<file path="src/verilog/csr_cfg.svh">
`ifndef CSR_CFG_SVH
`define CSR_CFG_SVH

// bus and field widths
`define CSR_ADDR_W 14
`define CSR_DATA_W 32
`define CSR_HWI_W 9
`define CSR_IS_W 13
`define CSR_ECODE_W 6
`define CSR_ESUB_W 9
`define CSR_STABLE_W 64
`define CSR_SAVE_N 4

// crmd comes out of reset in direct address mode
`define CSR_CRMD_RST 9'h008

// eentry is 64-byte aligned
`define CSR_EENTRY_MASK 32'hffff_ffc0

// single-bit fields in write data
`define CSR_TICLR_CLR 0
`define CSR_LLB_WCLLB 1
`define CSR_LLB_KLO 2

`endif
</file>
<file path="src/verilog/csr_pkg.sv">
`default_nettype none

`include "csr_cfg.svh"

package csr_pkg;

    typedef enum logic [`CSR_ADDR_W-1:0] {
        CSR_CRMD   = 14'h000,
        CSR_PRMD   = 14'h001,
        CSR_ECTL   = 14'h004,
        CSR_ESTAT  = 14'h005,
        CSR_ERA    = 14'h006,
        CSR_EENTRY = 14'h00c,
        CSR_SAVE0  = 14'h030,
        CSR_SAVE1  = 14'h031,
        CSR_SAVE2  = 14'h032,
        CSR_SAVE3  = 14'h033,
        CSR_TID    = 14'h040,
        CSR_TCFG   = 14'h041,
        CSR_TVAL   = 14'h042,
        CSR_CNTC   = 14'h043,
        CSR_TICLR  = 14'h044,
        CSR_LLBCTL = 14'h060
    } csr_addr_e;

    typedef struct packed {
        logic                   we;
        logic [`CSR_ADDR_W-1:0] addr;
        logic [`CSR_DATA_W-1:0] data;
    } csr_write_t;

    typedef struct packed {
        logic                   crmd;
        logic                   prmd;
        logic                   ectl;
        logic                   estat;
        logic                   era;
        logic                   eentry;
        logic [`CSR_SAVE_N-1:0] save;
        logic                   tid;
        logic                   tcfg;
        logic                   tval;
        logic                   cntc;
        logic                   ticlr;
        logic                   llbctl;
    } csr_wstrobe_t;

    // msb first, so plv lands in bits 1:0
    typedef struct packed {
        logic [1:0] datm;
        logic [1:0] datf;
        logic       pg;
        logic       da;
        logic       ie;
        logic [1:0] plv;
    } crmd_t;

    typedef struct packed {
        logic       pie;
        logic [1:0] pplv;
    } prmd_t;

    typedef struct packed {
        logic [29:0] initval;
        logic        periodic;
        logic        en;
    } tcfg_t;

    typedef struct packed {
        logic                    excp_flush;
        logic                    ertn_flush;
        logic [`CSR_ECODE_W-1:0] ecode;
        logic [`CSR_ESUB_W-1:0]  esubcode;
        logic [`CSR_DATA_W-1:0]  era;
    } excp_t;

    typedef struct packed {
        logic [`CSR_DATA_W-1:0] crmd;
        logic [`CSR_DATA_W-1:0] prmd;
        logic [`CSR_DATA_W-1:0] ectl;
        logic [`CSR_DATA_W-1:0] estat;
        logic [`CSR_DATA_W-1:0] era;
        logic [`CSR_DATA_W-1:0] eentry;
    } mode_view_t;

    typedef struct packed {
        logic [`CSR_DATA_W-1:0] tid;
        logic [`CSR_DATA_W-1:0] tcfg;
        logic [`CSR_DATA_W-1:0] tval;
        logic [`CSR_DATA_W-1:0] cntc;
    } timer_view_t;

    typedef struct packed {
        logic [`CSR_SAVE_N-1:0][`CSR_DATA_W-1:0] save;
        logic [`CSR_DATA_W-1:0]                  llbctl;
    } scratch_view_t;

endpackage

`default_nettype wire

</file>
<file path="src/verilog/csr_top.sv">
`timescale 1ns/1ps
`default_nettype none

`include "csr_cfg.svh"

module csr_top (
    input  logic                     clk,
    input  logic                     rst,
    input  csr_pkg::csr_write_t      wr1_i,
    input  csr_pkg::csr_write_t      wr2_i,
    input  csr_pkg::excp_t           excp_i,
    input  logic [`CSR_HWI_W-1:0]    hwi_i,
    input  logic                     llbit_i,
    input  logic                     llbit_set_i,
    input  csr_pkg::csr_addr_e       raddr_i,
    output logic [`CSR_DATA_W-1:0]   rdata_o,
    output logic                     has_int_o,
    output logic [1:0]               plv_o,
    output logic [`CSR_DATA_W-1:0]   eentry_o,
    output logic [`CSR_DATA_W-1:0]   era_o,
    output logic [`CSR_DATA_W-1:0]   tid_o,
    output logic [`CSR_STABLE_W-1:0] timer_64_o,
    output logic                     llbit_o
);

    csr_pkg::csr_wstrobe_t  wstrobe;
    logic [`CSR_DATA_W-1:0] wdata;
    logic                   timer_int;
    csr_pkg::mode_view_t    mode_view;
    csr_pkg::timer_view_t   timer_view;
    csr_pkg::scratch_view_t scratch_view;

    csr_write_decode csr_write_decode_inst (
        .wr1_i     (wr1_i),
        .wr2_i     (wr2_i),
        .wstrobe_o (wstrobe),
        .wdata_o   (wdata)
    );

    csr_mode_regs csr_mode_regs_inst (
        .clk         (clk),
        .rst         (rst),
        .wstrobe_i   (wstrobe),
        .wdata_i     (wdata),
        .excp_i      (excp_i),
        .hwi_i       (hwi_i),
        .timer_int_i (timer_int),
        .view_o      (mode_view),
        .has_int_o   (has_int_o),
        .plv_o       (plv_o),
        .eentry_o    (eentry_o),
        .era_o       (era_o)
    );

    csr_timer csr_timer_inst (
        .clk         (clk),
        .rst         (rst),
        .wstrobe_i   (wstrobe),
        .wdata_i     (wdata),
        .view_o      (timer_view),
        .timer_int_o (timer_int),
        .tid_o       (tid_o),
        .timer_64_o  (timer_64_o)
    );

    csr_llbit_save csr_llbit_save_inst (
        .clk         (clk),
        .rst         (rst),
        .wstrobe_i   (wstrobe),
        .wdata_i     (wdata),
        .ertn_i      (excp_i.ertn_flush),
        .llbit_i     (llbit_i),
        .llbit_set_i (llbit_set_i),
        .view_o      (scratch_view),
        .llbit_o     (llbit_o)
    );

    csr_read_mux csr_read_mux_inst (
        .raddr_i   (raddr_i),
        .mode_i    (mode_view),
        .timer_i   (timer_view),
        .scratch_i (scratch_view),
        .rdata_o   (rdata_o)
    );

endmodule

`default_nettype wire

</file>
<file path="src/verilog/csr_read_mux.sv">
`timescale 1ns/1ps
`default_nettype none

`include "csr_cfg.svh"

module csr_read_mux (
    input  csr_pkg::csr_addr_e     raddr_i,
    input  csr_pkg::mode_view_t    mode_i,
    input  csr_pkg::timer_view_t   timer_i,
    input  csr_pkg::scratch_view_t scratch_i,
    output logic [`CSR_DATA_W-1:0] rdata_o
);

    always_comb begin
        case (raddr_i)
            csr_pkg::CSR_CRMD:   rdata_o = mode_i.crmd;
            csr_pkg::CSR_PRMD:   rdata_o = mode_i.prmd;
            csr_pkg::CSR_ECTL:   rdata_o = mode_i.ectl;
            csr_pkg::CSR_ESTAT:  rdata_o = mode_i.estat;
            csr_pkg::CSR_ERA:    rdata_o = mode_i.era;
            csr_pkg::CSR_EENTRY: rdata_o = mode_i.eentry;
            csr_pkg::CSR_SAVE0:  rdata_o = scratch_i.save[0];
            csr_pkg::CSR_SAVE1:  rdata_o = scratch_i.save[1];
            csr_pkg::CSR_SAVE2:  rdata_o = scratch_i.save[2];
            csr_pkg::CSR_SAVE3:  rdata_o = scratch_i.save[3];
            csr_pkg::CSR_TID:    rdata_o = timer_i.tid;
            csr_pkg::CSR_TCFG:   rdata_o = timer_i.tcfg;
            csr_pkg::CSR_TVAL:   rdata_o = timer_i.tval;
            csr_pkg::CSR_CNTC:   rdata_o = timer_i.cntc;
            csr_pkg::CSR_LLBCTL: rdata_o = scratch_i.llbctl;
            // ticlr is write-only
            csr_pkg::CSR_TICLR:  rdata_o = '0;
            default:             rdata_o = '0;
        endcase
    end

endmodule

`default_nettype wire

</file>
<file path="src/verilog/csr_llbit_save.sv">
`timescale 1ns/1ps
`default_nettype none

`include "csr_cfg.svh"

module csr_llbit_save (
    input  logic                   clk,
    input  logic                   rst,
    input  csr_pkg::csr_wstrobe_t  wstrobe_i,
    input  logic [`CSR_DATA_W-1:0] wdata_i,
    input  logic                   ertn_i,
    input  logic                   llbit_i,
    input  logic                   llbit_set_i,
    output csr_pkg::scratch_view_t view_o,
    output logic                   llbit_o
);

    logic [`CSR_SAVE_N-1:0][`CSR_DATA_W-1:0] save;
    logic                                    klo;
    logic                                    llbit;

    always_ff @(posedge clk) begin
        for (int i = 0; i < `CSR_SAVE_N; i++) begin
            if (rst)
                save[i] <= '0;
            else if (wstrobe_i.save[i])
                save[i] <= wdata_i;
        end
    end

    // klo shields the ll bit from one ertn
    always_ff @(posedge clk) begin
        if (rst) begin
            klo   <= 1'b0;
            llbit <= 1'b0;
        end else if (ertn_i) begin
            if (klo)
                klo <= 1'b0;
            else
                llbit <= 1'b0;
        end else if (wstrobe_i.llbctl) begin
            klo <= wdata_i[`CSR_LLB_KLO];
            if (wdata_i[`CSR_LLB_WCLLB])
                llbit <= 1'b0;
        end else if (llbit_set_i) begin
            llbit <= llbit_i;
        end
    end

    assign llbit_o       = llbit;
    assign view_o.save   = save;
    assign view_o.llbctl = {29'd0, klo, 1'b0, llbit};

endmodule

`default_nettype wire

</file>
<file path="src/verilog/csr_timer.sv">
`timescale 1ns/1ps
`default_nettype none

`include "csr_cfg.svh"

module csr_timer (
    input  logic                     clk,
    input  logic                     rst,
    input  csr_pkg::csr_wstrobe_t    wstrobe_i,
    input  logic [`CSR_DATA_W-1:0]   wdata_i,
    output csr_pkg::timer_view_t     view_o,
    output logic                     timer_int_o,
    output logic [`CSR_DATA_W-1:0]   tid_o,
    output logic [`CSR_STABLE_W-1:0] timer_64_o
);

    logic [`CSR_DATA_W-1:0]   tid;
    csr_pkg::tcfg_t           tcfg;
    logic [`CSR_DATA_W-1:0]   tval;
    logic [`CSR_DATA_W-1:0]   cntc;
    logic [`CSR_STABLE_W-1:0] stable;
    logic                     timer_en;
    logic                     timer_int;
    logic                     expire;

    assign expire = timer_en && (tval == '0);

    always_ff @(posedge clk) begin
        if (rst) begin
            tid    <= '0;
            tcfg   <= '0;
            cntc   <= '0;
            stable <= '0;
        end else begin
            stable <= stable + 1'b1;
            if (wstrobe_i.tid)
                tid <= wdata_i;
            if (wstrobe_i.tcfg)
                tcfg <= csr_pkg::tcfg_t'(wdata_i);
            if (wstrobe_i.cntc)
                cntc <= wdata_i;
        end
    end

    // tcfg write restarts the count from initval*4
    always_ff @(posedge clk) begin
        if (wstrobe_i.tcfg)
            tval <= {wdata_i[`CSR_DATA_W-1:2], 2'b00};
        else if (wstrobe_i.tval)
            tval <= wdata_i;
        else if (expire)
            tval <= tcfg.periodic ? {tcfg.initval, 2'b00} : '1;
        else if (timer_en)
            tval <= tval - 1'b1;
    end

    always_ff @(posedge clk) begin
        if (rst) begin
            timer_en  <= 1'b0;
            timer_int <= 1'b0;
        end else begin
            if (wstrobe_i.tcfg)
                timer_en <= wdata_i[0];
            else if (expire)
                timer_en <= tcfg.periodic;
            if (wstrobe_i.ticlr && wdata_i[`CSR_TICLR_CLR])
                timer_int <= 1'b0;
            else if (expire && !wstrobe_i.tcfg)
                timer_int <= 1'b1;
        end
    end

    assign timer_int_o = timer_int;
    assign tid_o       = tid;
    assign timer_64_o  = stable
        + {{(`CSR_STABLE_W - `CSR_DATA_W){cntc[`CSR_DATA_W-1]}}, cntc};

    assign view_o = '{tid: tid, tcfg: tcfg, tval: tval, cntc: cntc};

endmodule

`default_nettype wire

</file>
<file path="src/verilog/csr_mode_regs.sv">
`timescale 1ns/1ps
`default_nettype none

`include "csr_cfg.svh"

module csr_mode_regs (
    input  logic                   clk,
    input  logic                   rst,
    input  csr_pkg::csr_wstrobe_t  wstrobe_i,
    input  logic [`CSR_DATA_W-1:0] wdata_i,
    input  csr_pkg::excp_t         excp_i,
    input  logic [`CSR_HWI_W-1:0]  hwi_i,
    input  logic                   timer_int_i,
    output csr_pkg::mode_view_t    view_o,
    output logic                   has_int_o,
    output logic [1:0]             plv_o,
    output logic [`CSR_DATA_W-1:0] eentry_o,
    output logic [`CSR_DATA_W-1:0] era_o
);

    csr_pkg::crmd_t          crmd;
    csr_pkg::prmd_t          prmd;
    logic [`CSR_IS_W-1:0]    lie;
    logic [1:0]              is_sw;
    logic [`CSR_HWI_W-1:0]   is_hw;
    logic [`CSR_IS_W-1:0]    is_all;
    logic [`CSR_ECODE_W-1:0] ecode;
    logic [`CSR_ESUB_W-1:0]  esubcode;
    logic [`CSR_DATA_W-1:0]  era;
    logic [`CSR_DATA_W-1:0]  eentry;

    // exception entry beats return, both beat software
    always_ff @(posedge clk) begin
        if (rst) begin
            crmd <= csr_pkg::crmd_t'(`CSR_CRMD_RST);
            prmd <= '0;
        end else if (excp_i.excp_flush) begin
            crmd.plv <= 2'd0;
            crmd.ie  <= 1'b0;
            prmd     <= '{pie: crmd.ie, pplv: crmd.plv};
        end else if (excp_i.ertn_flush) begin
            crmd.plv <= prmd.pplv;
            crmd.ie  <= prmd.pie;
        end else begin
            if (wstrobe_i.crmd)
                crmd <= csr_pkg::crmd_t'(wdata_i[8:0]);
            if (wstrobe_i.prmd)
                prmd <= csr_pkg::prmd_t'(wdata_i[2:0]);
        end
    end

    always_ff @(posedge clk) begin
        if (rst) begin
            lie      <= '0;
            is_sw    <= '0;
            is_hw    <= '0;
            ecode    <= '0;
            esubcode <= '0;
        end else begin
            is_hw <= hwi_i;
            if (wstrobe_i.ectl)
                lie <= wdata_i[`CSR_IS_W-1:0];
            if (wstrobe_i.estat)
                is_sw <= wdata_i[1:0];
            if (excp_i.excp_flush) begin
                ecode    <= excp_i.ecode;
                esubcode <= excp_i.esubcode;
            end
        end
    end

    always_ff @(posedge clk) begin
        if (excp_i.excp_flush)
            era <= excp_i.era;
        else if (wstrobe_i.era)
            era <= wdata_i;
        if (wstrobe_i.eentry)
            eentry <= wdata_i & `CSR_EENTRY_MASK;
    end

    // timer pending sits at is bit 11, bit 12 unused
    assign is_all = {1'b0, timer_int_i, is_hw, is_sw};

    assign has_int_o = (|(lie & is_all)) & crmd.ie;

    always_comb begin
        if (excp_i.excp_flush)
            plv_o = 2'd0;
        else if (excp_i.ertn_flush)
            plv_o = prmd.pplv;
        else
            plv_o = crmd.plv;
    end

    assign eentry_o = eentry;
    assign era_o    = era;

    assign view_o.crmd   = {23'd0, crmd};
    assign view_o.prmd   = {29'd0, prmd};
    assign view_o.ectl   = {19'd0, lie};
    assign view_o.estat  = {1'b0, esubcode, ecode, 3'd0, is_all};
    assign view_o.era    = era;
    assign view_o.eentry = eentry;

    // the pipeline flushes for one reason at a time
    a_flush_excl: assert property (@(posedge clk) disable iff (rst)
        !(excp_i.excp_flush && excp_i.ertn_flush))
        else $error("excp_flush and ertn_flush together");

endmodule

`default_nettype wire

</file>
<file path="src/verilog/csr_write_decode.sv">
`timescale 1ns/1ps
`default_nettype none

`include "csr_cfg.svh"

module csr_write_decode (
    input  csr_pkg::csr_write_t    wr1_i,
    input  csr_pkg::csr_write_t    wr2_i,
    output csr_pkg::csr_wstrobe_t  wstrobe_o,
    output logic [`CSR_DATA_W-1:0] wdata_o
);

    csr_pkg::csr_write_t wr;

    // port 1 wins, port 2 is dropped on a collision
    assign wr      = wr1_i.we ? wr1_i : wr2_i;
    assign wdata_o = wr.data;

    always_comb begin
        wstrobe_o = '0;
        if (wr.we) begin
            case (csr_pkg::csr_addr_e'(wr.addr))
                csr_pkg::CSR_CRMD:   wstrobe_o.crmd    = 1'b1;
                csr_pkg::CSR_PRMD:   wstrobe_o.prmd    = 1'b1;
                csr_pkg::CSR_ECTL:   wstrobe_o.ectl    = 1'b1;
                csr_pkg::CSR_ESTAT:  wstrobe_o.estat   = 1'b1;
                csr_pkg::CSR_ERA:    wstrobe_o.era     = 1'b1;
                csr_pkg::CSR_EENTRY: wstrobe_o.eentry  = 1'b1;
                csr_pkg::CSR_SAVE0:  wstrobe_o.save[0] = 1'b1;
                csr_pkg::CSR_SAVE1:  wstrobe_o.save[1] = 1'b1;
                csr_pkg::CSR_SAVE2:  wstrobe_o.save[2] = 1'b1;
                csr_pkg::CSR_SAVE3:  wstrobe_o.save[3] = 1'b1;
                csr_pkg::CSR_TID:    wstrobe_o.tid     = 1'b1;
                csr_pkg::CSR_TCFG:   wstrobe_o.tcfg    = 1'b1;
                csr_pkg::CSR_TVAL:   wstrobe_o.tval    = 1'b1;
                csr_pkg::CSR_CNTC:   wstrobe_o.cntc    = 1'b1;
                csr_pkg::CSR_TICLR:  wstrobe_o.ticlr   = 1'b1;
                csr_pkg::CSR_LLBCTL: wstrobe_o.llbctl  = 1'b1;
                default:             wstrobe_o         = '0;
            endcase
        end
    end

endmodule

`default_nettype wire

</file>
<file path="config.mk">
export PLATFORM = sky130hd
export DESIGN_NAME = csr_top
export DESIGN_NICKNAME = d
export VERILOG_FILES = /design/src/verilog/csr_pkg.sv /design/src/verilog/csr_top.sv /design/src/verilog/csr_read_mux.sv /design/src/verilog/csr_llbit_save.sv /design/src/verilog/csr_timer.sv /design/src/verilog/csr_mode_regs.sv /design/src/verilog/csr_write_decode.sv
export VERILOG_INCLUDE_DIRS = /design/src /design/src/verilog
export SDC_FILE = /design/constraint.sdc
export NUM_CORES = 1
export LEC_CHECK = 0
export BUFFER_PORTS_ARGS = -buffer_cell sky130_fd_sc_hd__buf_4
export CAP_MARGIN = 20
export CORE_UTILIZATION = 40
export CTS_BUF_LIST = sky130_fd_sc_hd__clkbuf_8
export DETAILED_ROUTE_END_ITERATION = 10
export PLACE_DENSITY = 0.66
export RECOVER_POWER = 100
export SLEW_MARGIN = 0
export SYNTH_ARGS = -nofsm -noshare
export SYNTH_HDL_FRONTEND = slang
export SYNTH_SLANG_ARGS = --single-unit
</file>
<file path="constraint.sdc">
create_clock -name clk -period 6.55 [get_ports clk]
set_clock_uncertainty 0.05 [all_clocks]
set_input_delay 0.3275 -clock clk [delete_from_list [all_inputs] [get_ports clk]]
set_output_delay 0.3275 -clock clk [all_outputs]
set_load 0.1 [all_outputs]
</file>
==> metrics.log, run 1 <==
INFO  metric syn_area = around 0.024 sq mm
INFO  metric hold_depth = 3
INFO  metric layout.filler_cells = between 5000 and 6000
INFO  metric cp.required = 6.17 ns
INFO  metric ys.flop_type = dfxtp_1
INFO  metric post-cts-setup-buffers = 0
INFO  metric number_of_setup_violations_in_the_final_report = 0
INFO  metric maximum_net_fanout_on_the_critical_path = 32
INFO  metric result_of_the_run = complete, but fails checks
INFO  metric clock_path_buffers = 3
INFO  metric timing.critical_path.slowest_stage_cell = nor2_1
INFO  metric maximum_number_of_pins_on_one_net_before_global_route_repair = between 200 and 250
INFO  metric dr_total_vias = between 20000 and 25000
INFO  metric synth-simple-area-share = 16.2%
INFO  metric critPathLaunch = raddr_i[11]
INFO  metric clock_root_buffer_master = clkbuf_8
INFO  metric detailedRoute.firstPassIterationCount = 6
INFO  metric worstReg2RegEnd = csr_timer_inst.stable[60]
INFO  metric die_area = 0.0602 sq mm
INFO  metric timing.reg2reg.setup_slack = 2.36 ns
INFO  metric worstHoldEndpoint = csr_mode_regs_inst.eentry_o[15]
INFO  metric synth_fa_ha_area_share = 3.52%
INFO  metric synthArstFlopShare = 0%
INFO  metric maxCapViolations = 8
INFO  metric routedWlPerCell = 22.0 microns
INFO  metric dr.first_iter.drc_count = 1788
INFO  metric gp_congestion = between 0.9 and 1
INFO  metric timing.hold.worst.class = in -> reg
INFO  metric grt_setup_unrepaired = no
INFO  metric residual_drc = 0
INFO  metric cts-resized-gates = 0
INFO  metric design.final.nets = about 3200
INFO  metric hp-start = wr1_i[15]
INFO  metric portBuffers = 359
INFO  metric antenna_left = 0
INFO  metric min_period = 5.86 ns
INFO  metric initial_utilization = 40.7%
INFO  metric combinational_family_with_the_most_area_after_synthesis = compound AO/OA/AOI/OAI gates
INFO  metric core.rowCount = 88
INFO  metric setup.worst_path.class = in -> out
INFO  metric synth_enable_flop_cells = 88
INFO  metric first_global_vias = 21600
INFO  metric htree_levels = 3
INFO  metric startpoint_type = input pin
INFO  metric ir_drop = 0.000133 V
INFO  metric synthesized_area_fraction_occupied_by_ao_oa_aoi_and_oai_cells = 23.9%
INFO  metric synthesis.instances = 2718
INFO  metric fin_setup_tns = 0 ns
INFO  metric num_io_pins = 366
INFO  metric fraction_of_layout_cells_with_a_size_suffix_above_1 = roughly an eighth
INFO  metric synth.mux.area_fraction = 4.31%
INFO  metric dp_hpwl = 58600 microns
INFO  metric timing.final.max_slew_violations = around 440
INFO  metric final_cell_mix = nor2_1 (412), dfxtp_1 (345), a211oi_1 (262), clkbuf_1 (206), buf_4 (193)
INFO  metric timing.critical_path.to_type = output port
INFO  metric tritoncts = done
INFO  metric die_w = ~250 microns
INFO  metric synth.avg_cell_area = 8.71 sq um
INFO  metric worstMarginPinSlew = 6.21 ns
INFO  metric cts.clk_slew.worst_paths = ~0.05 ns
INFO  metric arrival = about 5.5 ns
INFO  metric number_of_distinct_library_cell_variants_in_the_gate_level_netlist_after_synthesis = just under 80
INFO  metric core-area = 0.0581 sq mm
INFO  metric syn2layout_area_growth = 17.1%
INFO  metric worst_r2r_startpoint = csr_timer_inst.stable[0]
INFO  metric drt-total-wl = between 80000 and 90000 microns
INFO  metric crit_path_cell_trace = buf_4 > nor4_1 > nand2_1 > or4_1 > nor2_1 > a222oi_1 > o2111ai_1 > clkbuf_1
INFO  metric worstSkewPairLatency = 0.64 ns
INFO  metric tritoncts.num_buffers = 77
INFO  metric cts_sinks = 433
INFO  metric die_height = 245 microns
INFO  metric grt_pass1_wl = 127000 microns
INFO  metric synth.ff_latch_count = 433
INFO  metric layout.cells.most_common = nor2_1
INFO  metric synth.yosys.warnings = 0
INFO  metric seq_area_frac_synth = 40.3%
INFO  metric failed_checks = capacitance limit, slew limit
INFO  metric vias_per_cell = 5.80
INFO  metric slew_headroom = -314%
INFO  metric critPathMaxStageDelay = ~2.3 ns
INFO  metric antennaDiodeCount = 0
INFO  metric fmax = between 150 and 200 MHz
INFO  metric multi_input_comb_area = between 0.01 and 0.015 sq mm
INFO  metric antenna_found_initial = 2
INFO  metric register_area = roughly 0.0095 sq mm
INFO  metric grt.overflow.total = 0
INFO  metric p_per_area = 210 mW/mm^2
INFO  metric grt_util_all_layers = 27.0%
INFO  metric final.period_utilization = between 80% and 90%
INFO  metric power.static_leakage = 10.3 nW
INFO  metric final-hold-violation-count = 0
INFO  metric worst_hold_margin = slightly below 0.04 ns
INFO  metric number_of_cells_on_the_worst_reg_to_reg_path = 10
INFO  metric yosys.area_share.xor_xnor = 4.51%
## area by class of cell
| class | instances | area share, % |
|---|---|---|
| well taps | 765 | 3.45 |
| inverters | 67 | 0.907 |
| multi-input cells | 1932 | 45.2 |
| repair buffers | 465 | 10.4 |
| flip-flops and latches | 433 | 34.4 |
| clock inverters | 43 | 0.663 |
| clock buffers | 98 | 4.86 |
## critical path, delay by kind of cell
kind            cells  cell delay, ns
buf+inv             2            1.01
simple gates        4            3.29
compound gates      2            0.85
## worst max-delay path by stage
stage	to	cells past startpoint
after floorplan	timer_64_o[62]	12
after global placement	timer_64_o[62]	12
after detailed placement	timer_64_o[62]	12
after CTS	timer_64_o[62]	12
after global routing	rdata_o[2]	8
final	rdata_o[2]	8
## synth_stat cells (8+ instances only)
library cell  count  area share (%)
o21ai_0          94             2.0
xor2_1           64             2.4
nor2_1          423             6.7
a21oi_1         125             2.6
a31oi_1          11            0.29
a22oi_1          30            0.95
dfxtp_1         345              29
nor3_1           38            0.80
nand4_1          34            0.90
buf_1            11            0.17
a211oi_1        262             8.3
nand3_1          63             1.3
edfxtp_1         88              11
o211ai_1         28            0.89
a21o_1           37             1.2
nor4_1           17            0.45
a22o_1           52             1.9
inv_1            67             1.1
and3_1           19            0.50
o21a_1            8            0.25
a222oi_1         10            0.42
nand2b_1         11            0.29
a221o_1          12            0.51
nand3b_1         16            0.51
or3_1            31            0.82
nor2b_1          15            0.40
mux2i_1          67             2.8
nand2_1         139             2.2
a221oi_1         56             2.1
clkbuf_1        176             2.8
o21ai_1           9            0.19
mux2_2           31             1.5
o2111ai_1        10            0.37
ha_1             65             3.4
buf_4            96             3.0
xnor2_1          58             2.1
## report_power, final
part           total [W]  switching (W)  internal, W
logic           0.000541       0.000383     0.000159
clock network    0.00250        0.00116      0.00134
registers        0.00278      0.0000258      0.00276
## sequential cells by signal (all words and copies together), names as in the netlist, 6 cells and up
signal / cells
csr_llbit_save_inst.view_o: 128
csr_mode_regs_inst.ecode: 6
csr_mode_regs_inst.eentry_o: 26
csr_mode_regs_inst.era_o: 32
csr_mode_regs_inst.esubcode: 9
csr_mode_regs_inst.is_hw: 9
csr_mode_regs_inst.lie: 13
csr_mode_regs_inst.view_o: 12
csr_timer_inst.cntc: 32
csr_timer_inst.stable: 64
csr_timer_inst.tid_o: 32
csr_timer_inst.tval: 32
csr_timer_inst.view_o: 32
## kinds of logic after synthesis
kind of cell,Yosys count
XOR/XNOR,122
flip-flops,433
buffers and inverters,358
adder cells (fa/ha/maj),66
AND/OR/NAND/NOR,842
multiplexers,98
AO/OA/AOI/OAI,798
other,1
## stage by stage
step           std cells  total power (W)  instance area (sq um)  utilization, %  worst slack (ns)
6_report            3803          0.00582                  27700            47.7             0.694
5_1_grt             3803          0.00601                  27700            47.7             0.516
4_1_cts             3800          0.00589                  28500            49.0              1.27
3_5_place_dp        3602          0.00337                  26400            45.4              2.02
3_3_place_gp        3602          0.00336                  26400            45.4              1.98
2_1_floorplan       2723          0.00319                  23700               -              1.05
## metal layers
layer	vias up	track usage, %	share of wire [%]
li1	10400	-	-
met1	10700	34.5	43
met2	827	46.2	49
met3	135	4.37	6.2
met4	0	8.64	2.6
met5	-	0	0
## timing repair
item,4_1_cts,5_1_grt
endpoints found under the setup margin,0,0
hold endpoints to repair,57,0
hold buffers,57,0
(Power assumes the default switching activity.)
==> run 2: changes to the inputs <==
--- a/config.mk
+++ b/config.mk
@@ -10,6 +10,6 @@
 export CAP_MARGIN = 20
-export CORE_UTILIZATION = 40
+export CORE_UTILIZATION = 25
 export CTS_BUF_LIST = sky130_fd_sc_hd__clkbuf_8
 export DETAILED_ROUTE_END_ITERATION = 10
-export PLACE_DENSITY = 0.66
+export PLACE_DENSITY = 0.48
 export RECOVER_POWER = 100
==> constraint.sdc (replaced) <==
create_clock -name clk -period 6.55 [get_ports clk]
set_clock_uncertainty 0.05 [all_clocks]
set_input_delay 1.31 -clock clk [delete_from_list [all_inputs] [get_ports clk]]
set_output_delay 1.31 -clock clk [all_outputs]
set_load 0.1 [all_outputs]
==> run 2 against run 1 <==
Against the previous run:
- the flow still finishes with violations (capacitance limit, slew limit)
- sequential power hardly changed
- critical endpoint is now rdata_o[16]
- hold slack better by 0.41 ns
- register-to-register slack improved by 0.16 ns
- first-iteration DRC count down 15%
- setup slack got worse by 0.41 ns
- sequential share of layout area is 0.49 points lower
- clock-buffer cell count rose by 3
- maximum frequency is 6.5% lower
- global-route usage decreased by 8.3 points
- via count shrank 3.0%
- non-clock buffer count decreased by 38
- largest power group unchanged
- cell count grew 12%
==> metrics.log, run 2 (synthesized netlist as in run 1, its figures left out) <==
INFO  metric drt-total-wl = between 90000 and 100000 microns
INFO  metric gp_congestion = 0.855
INFO  metric layout.cells.most_common = nor2_1
INFO  metric dr_total_vias = 21400
INFO  metric fraction_of_layout_cells_with_a_size_suffix_above_1 = approximately 15%
INFO  metric grt_pass1_wl = 135000 microns
INFO  metric combPwrFrac = under 10%
INFO  metric cts-hold-fix-buffers = 0
INFO  metric power.internal = roughly 0.0043 W
INFO  metric placedCellCount = 4112
INFO  metric maximum_number_of_pins_on_one_net_before_global_route_repair = 168
INFO  metric largest_register_ffs = 128
INFO  metric final-hold-violation-count = 0
INFO  metric initial_utilization = about a quarter
INFO  metric vias_per_cell = 5.01
INFO  metric min_period = 6.27 ns
INFO  metric core.rowCount = 112
INFO  metric failed_checks = capacitance limit, slew limit
INFO  metric cts.clk_slew.worst_paths = 0.06 ns
INFO  metric register_area = around 0.0095 sq mm
INFO  metric grt.overflow.total = 0
INFO  metric worst_r2r_startpoint = csr_timer_inst.stable[0]
INFO  metric number_of_cells_on_the_worst_reg_to_reg_path = 10
INFO  metric p_per_area = 214 mW/mm^2
INFO  metric fmax = 160 MHz
INFO  metric power = 0.00603 W
INFO  metric tritoncts.num_buffers = 84
INFO  metric dp_hpwl = 65600 microns
INFO  metric syn2layout_area_growth = 18.8%
INFO  metric dr.first_iter.drc_count = 1521
INFO  metric p_seq_share = 46.1%
INFO  metric path_buf_inv = 3
INFO  metric timing.critical_path.slowest_stage_cell = nor4_1
INFO  metric maximum_net_fanout_on_the_critical_path = 21
INFO  metric core-area = 0.0936 sq mm
INFO  metric worst_hold_margin = 0.446 ns
INFO  metric tritoncts = done
INFO  metric die_w = 310 microns
INFO  metric worstSkewPairLatency = between 0.7 and 0.8 ns
INFO  metric first_global_vias = 20700
INFO  metric power.static_leakage = 10.4 nW
INFO  metric cp.required = approximately 5.2 ns
INFO  metric crit_path_cell_trace = buf_4 > nor4_1 > nand2_1 > nor4_1 > nand2_1 > or2_1 > nor2_2 > clkbuf_2 > a221oi_1 > nand3_1 > clkbuf_2
INFO  metric detailedRoute.firstPassIterationCount = 6
INFO  metric final_cell_mix = nor2_1 (412), dfxtp_1 (345), a211oi_1 (262), buf_4 (203), clkbuf_1 (154)
INFO  metric clock_root_buffer_master = clkbuf_8
INFO  metric worstReg2RegEnd = csr_timer_inst.stable[54]
INFO  metric grt_setup_unrepaired = no
INFO  metric worstMarginPinSlew = between 5 and 6 ns
INFO  metric cts-resized-gates = 0
INFO  metric clock_path_buffers = 3
INFO  metric routedWlPerCell = 21.4 microns
INFO  metric post-cts-setup-buffers = 0
INFO  metric layout.filler_cells = 10200
INFO  metric final_cells = 4270
INFO  metric number_of_setup_violations_in_the_final_report = 0
INFO  metric residual_drc = 0
INFO  metric design.final.nets = 3181
INFO  metric cts_sinks = 433
INFO  metric startpoint_type = input pin
INFO  metric timing.reg2reg.setup_slack = 2.52 ns
INFO  metric num_io_pins = 366
INFO  metric clock_network_fraction_of_total_power = 45.3%
INFO  metric multi_input_comb_area = 0.0125 sq mm
INFO  metric hold_depth = 2
INFO  metric fin_setup_tns = 0 ns
INFO  metric finalCoreUtilization = a little under a third
INFO  metric hp-start = csr_llbit_save_inst.view_o[150]
INFO  metric portBuffers = 359
INFO  metric timing.critical_path.to_type = output port
INFO  metric die_area = between 0.09 and 0.1 sq mm
INFO  metric die_height = a little over 300 microns
INFO  metric timing.final.max_slew_violations = 203
INFO  metric grt_util_all_layers = a little under a fifth
INFO  metric critPathMaxStageDelay = 0.67 ns
INFO  metric htree_levels = 3
INFO  metric result_of_the_run = complete, but fails checks
INFO  metric worstHoldEndpoint = csr_llbit_save_inst.view_o[150]
INFO  metric power.net_switching = 0.00171 W
INFO  metric setup.worst_path.class = in -> out
INFO  metric arrival = 4.91 ns
INFO  metric timing.hold.worst.class = reg -> reg
INFO  metric slew_headroom = -262%
INFO  metric ir_drop = 0.000129 V
INFO  metric final.period_utilization = 95.7%
INFO  metric antenna_left = 0
INFO  metric top_delay_family_on_crit_path = simple AND/OR/NAND/NOR gates
INFO  metric antenna_found_initial = 3
INFO  metric power.share.switching = 28.3%
INFO  metric maxCapViolations = 6
-- run 2: changes by cell type in the layout (fill, tap and decap cells not counted), sizes merged --
cell / previous run / this run
buf: 196 / 213
inv: 103 / 112
clkbuf: 310 / 315
clkinv: 5 / 6
diode: 0 / 3
dlygate4sd3: 57 / 0
-- run 2: power groups by stage --
| stage | logic (W) | clock network, W | registers, W |
|---|---|---|---|
| after global placement | 0.000549 | 0 | 0.00284 |
| after global routing | 0.000548 | 0.00295 | 0.00278 |
| after detailed placement | 0.000550 | 0 | 0.00284 |
| final | 0.000517 | 0.00273 | 0.00278 |
| after floorplan | 0.000365 | 0 | 0.00283 |
| after CTS | 0.000551 | 0.00282 | 0.00278 |
-- run 2: per-stage QoR --
stage | instance area, sq um | worst slack (ns)
final | 28100 | 0.284
after global routing | 28100 | 0.0284
after CTS | 28900 | 0.331
after detailed placement | 27200 | 0.892
after global placement | 27200 | 0.948
after floorplan | 23700 | 0.0692
-- run 2: layer usage --
| layer | track usage, % | wire length [microns] | up-vias |
|---|---|---|---|
| met3 | 3.29 | 4860 | 121 |
| met5 | 0 | 13 | - |
| met1 | 24.5 | 41100 | 10300 |
| li1 | - | - | 10400 |
| met2 | 31.1 | 43400 | 589 |
| met4 | 5.35 | 2040 | 2 |
-- run 2: worst min-delay path, stage by stage (launching register included) --
cell and delay, ns:
dfxtp_1 0.31, nor2_1 0.09, a211oi_1 0.05
-- run 2: final cells by class --
| cell class | instances | area share [%] |
|---|---|---|
| Antenna cell | 3 | 0.0267 |
| Clock buffer | 101 | 4.94 |
| Clock inverter | 53 | 1.09 |
| Inverter | 67 | 0.894 |
| Multi-Input combinational cell | 1932 | 44.6 |
| Sequential cell | 433 | 33.9 |
| Tap cell | 1254 | 5.58 |
| Timing Repair Buffer | 427 | 8.93 |
-- run 2: how the worst max path moves through the flow --
stage,from,to,slack [ns],cells after the start
detailed placement,raddr_i[11],rdata_o[16],0.89,11
floorplan,csr_timer_inst.cntc[31],timer_64_o[62],0.07,12
global route,csr_timer_inst.stable[0],timer_64_o[62],0.03,14
global placement,raddr_i[11],rdata_o[29],0.95,11
CTS,csr_timer_inst.stable[0],timer_64_o[62],0.33,14
finish,raddr_i[11],rdata_o[16],0.28,11
